==> src/verilog/decode_macros.svh <==
`ifndef DECODE_MACROS_SVH
`define DECODE_MACROS_SVH

// datapath widths
`define ADDR_WIDTH 64       // effective address
`define INST_WIDTH 32       // fixed 4 byte instruction word

// instruction tags carried down the pipe
`define PID_WIDTH 20        // process id
`define TID_WIDTH 16        // thread id within a process
`define MAJ_ID_WIDTH 64     // program order tag
`define MIN_ID_WIDTH 7      // micro-op index under one major id

// queue sizing at the top level
`define FETCH_DEPTH 4
`define ISSUE_DEPTH 4

// wraps silently and only feeds statistics
`define COUNT_WIDTH 16

`endif
==> src/verilog/powerIsaPkg.sv <==
`default_nettype none

// encodings that come straight from the ISA with nothing pipeline specific
package powerIsaPkg;

    typedef logic [0:5] primOpcodeT; // bits 0..5 of every instruction

    localparam primOpcodeT OP_BC = 6'd16; // branch conditional, B-form
    localparam primOpcodeT OP_B  = 6'd18; // branch, I-form

    typedef enum logic [1:0] {
        FORM_B = 2'd0,
        FORM_I = 2'd1
    } instFormT;

    // backend unit selector
    typedef enum logic [2:0] {
        FX     = 3'd0, // fixed point
        FP     = 3'd1, // floating point
        VX     = 3'd2, // vector
        CR     = 3'd3, // condition register logic
        LS     = 3'd4, // load/store
        BRANCH = 3'd6  // code 5 unused
    } funcUnitT;

    typedef logic [0:4] boT; // branch options
    typedef logic [0:4] biT; // CR bit to test with an offset of 32

    // field positions count bit 0 as the msb like the ISA book
    localparam int PRIM_OP_POS = 0;
    localparam int BO_POS      = 6;
    localparam int BI_POS      = 11;
    localparam int BD_POS      = 16;   // B-form displacement
    localparam int BD_WIDTH    = 14;
    localparam int LI_POS      = 6;    // I-form displacement
    localparam int LI_WIDTH    = 24;
    localparam int AA_POS      = 30;   // absolute address
    localparam int LK_POS      = 31;   // update link register

    // BO bit that selects decrement and test of CTR when clear
    localparam int BO_CTR_BIT  = 2;

endpackage

`default_nettype wire

==> src/verilog/decodePkg.sv <==
`default_nettype none

`include "decode_macros.svh"

// records that travel between the decode blocks
package decodePkg;

    // one word as delivered by fetch
    typedef struct packed {
        logic [0:`INST_WIDTH-1]   instruction; // ISA bit order
        logic [0:`ADDR_WIDTH-1]   address;
        logic                     is64Bit;     // clear in 32-bit mode
        logic [0:`PID_WIDTH-1]    pid;
        logic [0:`TID_WIDTH-1]    tid;
        logic [0:`MAJ_ID_WIDTH-1] majId;
    } fetchedInstT;

    // what the branch unit receives
    typedef struct packed {
        logic [0:`MAJ_ID_WIDTH-1] majId;       // copied from fetch
        logic [0:`MIN_ID_WIDTH-1] minId;       // always zero, no cracking
        logic [0:`PID_WIDTH-1]    pid;
        logic [0:`TID_WIDTH-1]    tid;
        logic [0:`ADDR_WIDTH-1]   address;     // address of the branch itself
        powerIsaPkg::primOpcodeT  primOpcode;
        powerIsaPkg::instFormT    form;
        powerIsaPkg::funcUnitT    funcUnit;
        powerIsaPkg::boT          bo;          // zero for I-form
        powerIsaPkg::biT          bi;          // zero for I-form
        logic [0:`ADDR_WIDTH-1]   target;      // resolved branch target
        logic                     absolute;    // AA
        logic                     link;        // LK
        logic                     usesCtr;
        logic                     conditional;
    } decodedInstT;

endpackage

`default_nettype wire

==> src/verilog/branchDecodeUnit.sv <==
`default_nettype none

`include "decode_macros.svh"

// fetch queue -> branch decoder -> issue queue
module branchDecodeUnit (
    input  wire logic                   clock_i,
    input  wire logic                   reset_i,
    input  wire logic                   fetchValid_i,
    output logic                        fetchReady_o,
    input  wire decodePkg::fetchedInstT fetch_i,
    output logic                        issueValid_o,
    input  wire logic                   issueReady_i,
    output decodePkg::decodedInstT      issue_o,
    output logic [`COUNT_WIDTH-1:0]     droppedCount_o
);

    import decodePkg::*;

    logic        queuedValid;  // fetch queue head
    logic        queuedReady;
    fetchedInstT queued;
    logic        decodedValid; // decoder register
    logic        decodedReady;
    decodedInstT decoded;

    payloadQueue #(
        .payloadT (fetchedInstT),
        .DEPTH    (`FETCH_DEPTH)
    ) fetchQueue (
        .clock_i     (clock_i),
        .reset_i     (reset_i),
        .pushValid_i (fetchValid_i),
        .pushReady_o (fetchReady_o),
        .push_i      (fetch_i),
        .popValid_o  (queuedValid),
        .popReady_i  (queuedReady),
        .pop_o       (queued)
    );

    branchDecoder decoder (
        .clock_i        (clock_i),
        .reset_i        (reset_i),
        .inValid_i      (queuedValid),
        .inReady_o      (queuedReady),
        .in_i           (queued),
        .outValid_o     (decodedValid),
        .outReady_i     (decodedReady),
        .out_o          (decoded),
        .droppedCount_o (droppedCount_o)
    );

    // holds records while the branch unit stalls
    payloadQueue #(
        .payloadT (decodedInstT),
        .DEPTH    (`ISSUE_DEPTH)
    ) issueQueue (
        .clock_i     (clock_i),
        .reset_i     (reset_i),
        .pushValid_i (decodedValid),
        .pushReady_o (decodedReady),
        .push_i      (decoded),
        .popValid_o  (issueValid_o),
        .popReady_i  (issueReady_i),
        .pop_o       (issue_o)
    );

endmodule

`default_nettype wire

==> src/verilog/branchDecoder.sv <==
`default_nettype none

`include "decode_macros.svh"

// single register stage that recognizes B-form and I-form branches,
// resolves the target and drops everything else
module branchDecoder (
    input  wire logic                   clock_i,
    input  wire logic                   reset_i,
    input  wire logic                   inValid_i,
    output logic                        inReady_o,
    input  wire decodePkg::fetchedInstT in_i,
    output logic                        outValid_o,
    input  wire logic                   outReady_i,
    output decodePkg::decodedInstT      out_o,
    output logic [`COUNT_WIDTH-1:0]     droppedCount_o
);

    import powerIsaPkg::*;
    import decodePkg::*;

    localparam int HALF_ADDR = `ADDR_WIDTH / 2;

    primOpcodeT             primOp;
    logic                   isBc;       // branch conditional
    logic                   isB;        // unconditional branch
    logic                   isBranch;
    logic [0:BD_WIDTH-1]    bd;
    logic [0:LI_WIDTH-1]    li;
    logic [0:`ADDR_WIDTH-1] disp;       // sign extended byte displacement
    decodedInstT            decodeNext; // record to be registered
    logic                   accept;

    // stage can take a word when empty or when its content leaves this cycle
    assign inReady_o = !outValid_o || outReady_i;
    assign accept    = inValid_i && inReady_o;

    always_comb begin
        primOp   = in_i.instruction[PRIM_OP_POS +: $bits(primOpcodeT)];
        isBc     = (primOp == OP_BC);
        isB      = (primOp == OP_B);
        isBranch = isBc || isB;

        bd = in_i.instruction[BD_POS +: BD_WIDTH];
        li = in_i.instruction[LI_POS +: LI_WIDTH];

        // word displacement with two zero lsbs appended and then sign extended
        if (isBc) begin
            disp = {{(`ADDR_WIDTH - BD_WIDTH - 2){bd[0]}}, bd, 2'b00};
        end else begin
            disp = {{(`ADDR_WIDTH - LI_WIDTH - 2){li[0]}}, li, 2'b00};
        end

        decodeNext.majId      = in_i.majId;
        decodeNext.minId      = '0;              // one op per instruction
        decodeNext.pid        = in_i.pid;
        decodeNext.tid        = in_i.tid;
        decodeNext.address    = in_i.address;
        decodeNext.primOpcode = primOp;
        decodeNext.form       = isBc ? FORM_B : FORM_I;
        decodeNext.funcUnit   = BRANCH;

        // condition fields exist only in the B-form
        if (isBc) begin
            decodeNext.bo = in_i.instruction[BO_POS +: $bits(boT)];
            decodeNext.bi = in_i.instruction[BI_POS +: $bits(biT)];
        end else begin
            decodeNext.bo = '0;
            decodeNext.bi = '0;
        end

        decodeNext.absolute    = in_i.instruction[AA_POS];
        decodeNext.link        = in_i.instruction[LK_POS];
        decodeNext.usesCtr     = isBc && !decodeNext.bo[BO_CTR_BIT]; // CTR decrement
        decodeNext.conditional = isBc;

        // relative to the branch unless AA selects an absolute target
        if (decodeNext.absolute) begin
            decodeNext.target = disp;
        end else begin
            decodeNext.target = in_i.address + disp;
        end

        // 32-bit mode clears the upper word of the effective address
        if (!in_i.is64Bit) begin
            decodeNext.target[0 +: HALF_ADDR] = '0;
        end
    end

    // control state
    always_ff @(posedge clock_i) begin
        if (reset_i) begin
            outValid_o     <= 1'b0;
            droppedCount_o <= '0;
        end else if (accept) begin
            outValid_o <= isBranch; // a dropped word leaves the stage empty
            if (!isBranch) begin
                droppedCount_o <= droppedCount_o + 1'b1; // wraps
            end
        end else if (outReady_i) begin
            outValid_o <= 1'b0;    // drained with nothing new behind it
        end
    end

    // payload only loads when a branch is taken in
    always_ff @(posedge clock_i) begin
        if (accept && isBranch) begin
            out_o <= decodeNext;
        end
    end

endmodule

`default_nettype wire

==> src/verilog/payloadQueue.sv <==
`default_nettype none

// circular buffer FIFO with valid/ready on both sides
module payloadQueue #(
    parameter type payloadT = logic,
    parameter int  DEPTH    = 4      // 2 or more and not necessarily a power of two
) (
    input  wire logic clock_i,
    input  wire logic reset_i,
    input  wire logic pushValid_i,
    output logic      pushReady_o,
    input  wire       payloadT push_i,
    output logic      popValid_o,
    input  wire logic popReady_i,
    output payloadT   pop_o
);

    localparam int PTR_WIDTH = $clog2(DEPTH);
    localparam int CNT_WIDTH = $clog2(DEPTH + 1); // must hold DEPTH itself

    payloadT              mem [DEPTH];
    logic [PTR_WIDTH-1:0] rdPtr;
    logic [PTR_WIDTH-1:0] wrPtr;
    logic [CNT_WIDTH-1:0] count;      // occupancy
    logic                 full;
    logic                 empty;
    logic                 doPush;
    logic                 doPop;

    // advance a pointer, wrapping at DEPTH
    function automatic logic [PTR_WIDTH-1:0] nextPtr(input logic [PTR_WIDTH-1:0] ptr);
        if (ptr == PTR_WIDTH'(DEPTH - 1)) begin
            return '0;
        end
        return ptr + 1'b1;
    endfunction

    assign full  = (count == CNT_WIDTH'(DEPTH));
    assign empty = (count == '0);

    assign pushReady_o = !full || popReady_i; // a full queue takes one when a slot frees
    assign popValid_o  = !empty;
    assign pop_o       = mem[rdPtr];           // head is always at the read pointer

    assign doPush = pushValid_i && pushReady_o;
    assign doPop  = popValid_o && popReady_i;

    always_ff @(posedge clock_i) begin
        if (reset_i) begin
            rdPtr <= '0;
            wrPtr <= '0;
            count <= '0;
        end else begin
            if (doPush) begin
                wrPtr <= nextPtr(wrPtr);
            end
            if (doPop) begin
                rdPtr <= nextPtr(rdPtr);
            end
            case ({doPush, doPop})
                2'b10:   count <= count + 1'b1;
                2'b01:   count <= count - 1'b1;
                default: count <= count;        // idle or one in and one out
            endcase
        end
    end

    // storage whose contents only matter where count says so
    always_ff @(posedge clock_i) begin
        if (doPush) begin
            mem[wrPtr] <= push_i;
        end
    end

endmodule

`default_nettype wire

==> config.mk <==
export PLATFORM = sky130hd
export DESIGN_NAME = branchDecodeUnit
export DESIGN_NICKNAME = d
export VERILOG_FILES = /design/src/verilog/powerIsaPkg.sv /design/src/verilog/decodePkg.sv /design/src/verilog/branchDecodeUnit.sv /design/src/verilog/branchDecoder.sv /design/src/verilog/payloadQueue.sv
export VERILOG_INCLUDE_DIRS = /design/src /design/src/verilog
export SDC_FILE = /design/constraint.sdc
export NUM_CORES = 2
export LEC_CHECK = 0
export BUFFER_PORTS_ARGS = -buffer_cell sky130_fd_sc_hd__clkbuf_2
export CAP_MARGIN = 25
export CORE_MARGIN = 4
export CORE_UTILIZATION = 38
export DETAILED_ROUTE_END_ITERATION = 12
export MAX_ROUTING_LAYER = met4
export PLACE_DENSITY = 0.64
export REMOVE_ABC_BUFFERS = 1
export SYNTH_ARGS = -nofsm -noshare
export SYNTH_HDL_FRONTEND = slang
export SYNTH_SLANG_ARGS = --single-unit
==> constraint.sdc <==
create_clock -name clock_i -period 21.1 [get_ports clock_i]
set_input_delay 3.165 -clock clock_i [delete_from_list [all_inputs] [get_ports clock_i]]
set_output_delay 3.165 -clock clock_i [all_outputs]
set_load 0.1 [all_outputs]
==> impl_results.html <==
<table>
<tr><th>Metric</th><th>Value</th></tr>
<tr><th colspan="2">Status</th></tr>
<tr><td>Run status</td><td>finished clean</td></tr>
<tr><th colspan="2">Global routing</th></tr>
<tr><td>Remaining Overflow, GRT</td><td>0</td></tr>
<tr><td>Global routing usage summed across all routing layers</td><td>0.169</td></tr>
<tr><td>Via count of the first global-routing pass</td><td>37,100</td></tr>
<tr><td>Global-route wire length before repair</td><td>255,000 um</td></tr>
<tr><td>Maximum number of pins on one net before global-route repair</td><td>117</td></tr>
<tr><td>Antenna violations before repair</td><td>62</td></tr>
<tr><th colspan="2">Power and ir drop</th></tr>
<tr><td>Switching share of total power</td><td>0.292</td></tr>
<tr><td>Maximum vdd drop</td><td>0.0000927 V</td></tr>
<tr><td>Internal power consumption</td><td>7690 uW</td></tr>
<tr><td>Reg power frac</td><td>0.442</td></tr>
<tr><td>Proportion of power drawn by combinational gates</td><td>0.231</td></tr>
<tr><td>Fraction of power consumed by the clock network</td><td>0.327</td></tr>
<tr><td>Net switching component of the power</td><td>3170 uW</td></tr>
<tr><td>Areal power density over the cells</td><td>120 nW/um2</td></tr>
<tr><td>Static leakage</td><td>0.0288 uW</td></tr>
<tr><th colspan="2">Yosys</th></tr>
<tr><td>Area share of the largest cell type after synthesis</td><td>0.786</td></tr>
<tr><td>Area contributors post-synth</td><td>sky130_fd_sc_hd__edfxtp_1, sky130_fd_sc_hd__mux4_2, sky130_fd_sc_hd__ha_1, sky130_fd_sc_hd__dfxtp_1, sky130_fd_sc_hd__a21oi_1</td></tr>
<tr><td>Async set-or-reset flop fraction in the synthesized netlist</td><td>0</td></tr>
<tr><td>Library cells used by synthesis</td><td>65</td></tr>
<tr><td>Post-synth EDFFs</td><td>2,033</td></tr>
<tr><td>Yosys warning count</td><td>0</td></tr>
<tr><td>Post-synthesis instance area</td><td>77,700 um2</td></tr>
<tr><td>Sequential area share after synthesis</td><td>0.795</td></tr>
<tr><td>Yosys reg bits</td><td>2,068</td></tr>
<tr><td>Number of instances in the synthesized netlist</td><td>3,469</td></tr>
<tr><td>Syn_area_per_cell</td><td>22.4 um2</td></tr>
<tr><td>Library cell with the largest summed area after synthesis</td><td>sky130_fd_sc_hd__edfxtp_1</td></tr>
<tr><td>Most used flip-flop cell after synthesis</td><td>sky130_fd_sc_hd__edfxtp_1</td></tr>
<tr><th colspan="2">Placed design</th></tr>
<tr><td>Minimum setup slack after placement</td><td>13,310 ps</td></tr>
<tr><td>Detailed placer's ending HPWL</td><td>109,000 um</td></tr>
<tr><td>GPL Wtd Cong</td><td>0.812</td></tr>
<tr><td>Buffers added on ports</td><td>467</td></tr>
<tr><th colspan="2">Setup path</th></tr>
<tr><td>Worst path slowest cell</td><td>sky130_fd_sc_hd__buf_4</td></tr>
<tr><td>Cell Chain, Critical Path</td><td>buf_4, buf_4, buf_4, mux4_2, clkbuf_2</td></tr>
<tr><td>Startpoint type of the worst setup path</td><td>flip-flop</td></tr>
<tr><td>Most common cell on crit path</td><td>sky130_fd_sc_hd__buf_4</td></tr>
<tr><td>Register-to-register path setup slack</td><td>14,140 ps</td></tr>
<tr><td>Slowest cell delay on critical path</td><td>800 ps</td></tr>
<tr><td>Required time at the worst-slack endpoint</td><td>17,940 ps</td></tr>
<tr><td>CP endpoint kind</td><td>output port</td></tr>
<tr><td>Dominant delay contributor by cell family on the critical path</td><td>buffers and inverters</td></tr>
<tr><td>Data arrival, critical path</td><td>5170 ps</td></tr>
<tr><td>Crit Path Max Fanout</td><td>49</td></tr>
<tr><td>Worst path buffer plus inverter count</td><td>4</td></tr>
<tr><td>Setup CP Type</td><td>flip-flop to output port</td></tr>
<tr><th colspan="2">Floorplan</th></tr>
<tr><td>Total core area</td><td>203,000 um2</td></tr>
<tr><td>Width of the chip</td><td>460 um</td></tr>
<tr><td>Number of top-level pins</td><td>479</td></tr>
<tr><td>Full die area</td><td>212,000 um2</td></tr>
<tr><td>Starting Density</td><td>0.383</td></tr>
<tr><td>FP Rows</td><td>165</td></tr>
<tr><td>Vertical die dimension</td><td>460 um</td></tr>
<tr><th colspan="2">Timing</th></tr>
<tr><td>Slew at the pin with the worst max-slew slack</td><td>1090 ps</td></tr>
<tr><td>Fin. Hold Viols</td><td>0</td></tr>
<tr><td>Maximum operating frequency</td><td>120 MHz</td></tr>
<tr><td>Worst slack on hold paths</td><td>451 ps</td></tr>
<tr><td>Total negative setup slack</td><td>0 ps</td></tr>
<tr><td>Clock period minus worst slack</td><td>8340 ps</td></tr>
<tr><td>Max-slew violation total from the final report</td><td>0</td></tr>
<tr><td>Setup slack of the critical path after layout</td><td>12,760 ps</td></tr>
<tr><td>Max-Slew Margin vs Limit</td><td>0.272</td></tr>
<tr><td>Endpoints failing setup</td><td>0</td></tr>
<tr><td>Unrepaired setup endpoints after global routing</td><td>no</td></tr>
<tr><td>Final worst-path cycle share</td><td>0.395</td></tr>
<tr><td>Setup Skew</td><td>62.5 ps</td></tr>
<tr><th colspan="2">Clock network</th></tr>
<tr><td>Count of cells resized by post-cts repair</td><td>0</td></tr>
<tr><td>Hold Buf Count CTS</td><td>0</td></tr>
<tr><td>CTS clock-pin slew for the worst setup and hold paths</td><td>60 ps</td></tr>
<tr><td>CTS tree</td><td>built</td></tr>
<tr><td>Number of buffers on the longest clock path</td><td>3</td></tr>
<tr><td>Number of sinks handled by clock tree synthesis</td><td>2,068</td></tr>
<tr><td>Buffer count from post-CTS setup fixing</td><td>0</td></tr>
<tr><td>Clock latency of the later-clocked register in the worst-skew pair</td><td>840 ps</td></tr>
<tr><td>Number of clock buffers inserted by TritonCTS</td><td>208</td></tr>
<tr><td>CTS root buffer</td><td>sky130_fd_sc_hd__clkbuf_16</td></tr>
<tr><td>Count of H-tree levels built during CTS</td><td>4</td></tr>
<tr><th colspan="2">Detailed routing</th></tr>
<tr><td>Post-route DRC</td><td>0</td></tr>
<tr><td>Detailed-route wire length</td><td>173,000 um</td></tr>
<tr><td>Number of detailed-routing iterations run before antenna repair</td><td>7</td></tr>
<tr><td>Average routed wire per standard cell</td><td>25.0 um</td></tr>
<tr><td>Number of vias in the routed layout</td><td>35,800</td></tr>
<tr><td>Vias per Instance</td><td>5.16</td></tr>
<tr><td>Remaining antenna violation count</td><td>0</td></tr>
<tr><td>Iteration-0 DRC count of the detailed router</td><td>2,897</td></tr>
<tr><th colspan="2">Final layout</th></tr>
<tr><td>Layout Nets</td><td>4,334</td></tr>
<tr><td>Top library cells by usage in the layout, fill and taps aside</td><td>sky130_fd_sc_hd__edfxtp_1, sky130_fd_sc_hd__clkbuf_2, sky130_fd_sc_hd__mux4_2, sky130_fd_sc_hd__clkbuf_16</td></tr>
<tr><td>Filler Cells Inserted</td><td>17,100</td></tr>
<tr><td>Area used by multi-input combinational logic</td><td>15,200 um2</td></tr>
<tr><td>Layout overhead on the synthesized area</td><td>15.9%</td></tr>
<tr><td>Core utilization of the finished layout</td><td>0.444</td></tr>
<tr><td>Layout cell share with drive strength beyond 1</td><td>0.305</td></tr>
<tr><td>Register area</td><td>61,800 um2</td></tr>
<tr><td>Most common cell after layout, fill and taps aside</td><td>sky130_fd_sc_hd__edfxtp_1</td></tr>
<tr><th colspan="2">Job</th></tr>
<tr><td>Max-cap violations</td><td>0</td></tr>
<tr><th colspan="2">Hold path</th></tr>
<tr><td>Class of the worst hold path</td><td>flip-flop to flip-flop</td></tr>
</table>
[kinds of logic (layout without fill, tap and decap cells)]
group,Yosys count,count (layout),synth area share
compound gates,301,301,0.0234
xor+xnor,74,74,0.00834
buf+inv,190,932,0.0105
fa+ha+maj,82,82,0.0135
other cells,2,50,0.0000966
simple gates,297,297,0.0192
flops,2068,2068,0.795
mux,455,455,0.130
[power groups by stage]
stage | Clock [uW] | Sequential, uW | Combinational [uW]
finish | 3550 | 4800 | 2510
global route | 3840 | 4810 | 2750
CTS | 3650 | 4800 | 2540
detailed placement | 0 | 4890 | 2530
global placement | 0 | 4880 | 2530
floorplan | 0 | 5010 | 1890
[cells in the mapped netlist (5+ instances only)]
cell type	count
sky130_fd_sc_hd__nor3_1	15
sky130_fd_sc_hd__inv_1	31
sky130_fd_sc_hd__a211oi_1	7
sky130_fd_sc_hd__nand3_1	16
sky130_fd_sc_hd__o21a_1	9
sky130_fd_sc_hd__xnor2_1	30
sky130_fd_sc_hd__and2_1	5
sky130_fd_sc_hd__o21bai_1	16
sky130_fd_sc_hd__mux4_2	446
sky130_fd_sc_hd__and3_1	10
sky130_fd_sc_hd__mux2_2	5
sky130_fd_sc_hd__nor2_1	65
sky130_fd_sc_hd__buf_1	38
sky130_fd_sc_hd__o211ai_1	8
sky130_fd_sc_hd__buf_2	22
sky130_fd_sc_hd__o21ai_0	93
sky130_fd_sc_hd__nor2b_1	17
sky130_fd_sc_hd__dfxtp_1	35
sky130_fd_sc_hd__buf_4	12
sky130_fd_sc_hd__ha_1	79
sky130_fd_sc_hd__nand4_1	31
sky130_fd_sc_hd__nand2b_1	8
sky130_fd_sc_hd__nand2_1	94
sky130_fd_sc_hd__xor2_1	44
sky130_fd_sc_hd__a31oi_1	11
sky130_fd_sc_hd__edfxtp_1	2033
sky130_fd_sc_hd__a21o_1	35
sky130_fd_sc_hd__or3_1	10
sky130_fd_sc_hd__clkbuf_1	83
sky130_fd_sc_hd__a21oi_1	94
[state kept, by name, indices dropped and copies added (netlist names), named ones only]
signal and count:
issueQueue.mem 996, fetchQueue.mem 788, decoder.out_o 249, decoder.droppedCount_o 16, fetchQueue.count 3, issueQueue.count 3
fetchQueue.rdPtr 2, fetchQueue.wrPtr 2, issueQueue.rdPtr 2, issueQueue.wrPtr 2, decoder.outValid_o 1
[cell type report]
cell class | count | area share
timing repair buffer | 522 | 0.0317
clock buffer | 258 | 0.0603
inverter | 31 | 0.00129
sequential | 2068 | 0.686
multi-input combinational | 1220 | 0.169
antenna | 39 | 0.00108
tap | 2672 | 0.0371
clock inverter | 121 | 0.0135
[worst paths after layout]
path / cells after the start / endpoint / from
hold / removal: 0 / issueQueue.mem[1][65]$_DFFE_PP_ / decoder.out_o[65]$_SDFFCE_PN0P_
setup / recovery: 5 / issue_o[69] / flip-flop
hold reg to reg: 0 / issueQueue.mem[1][65]$_DFFE_PP_ / decoder.out_o[65]$_SDFFCE_PN0P_
setup reg to reg: 16 / decoder.out_o[67]$_SDFFCE_PN0P_ / flip-flop
[metal layers]
layer	share of wire	wire (um)	up-vias	GRT usage
li1	-	-	15700	-
met1	0.41	70400	18800	0.211
met2	0.50	87000	974	0.272
met3	0.064	11000	270	0.0406
met4	0.026	4560	0	0.0543
met5	0	0	-	-
[through the flow]
stage	power, uW	instance area, um2	instances
after CTS	11000	89900	6891
final	10900	90100	6931
after detailed placement	7410	83300	6512
after global routing	11400	90000	6928
after floorplan	6900	77100	3319
after global placement	7400	83300	6511
Note: power is estimated with default switching activity, not from simulation.
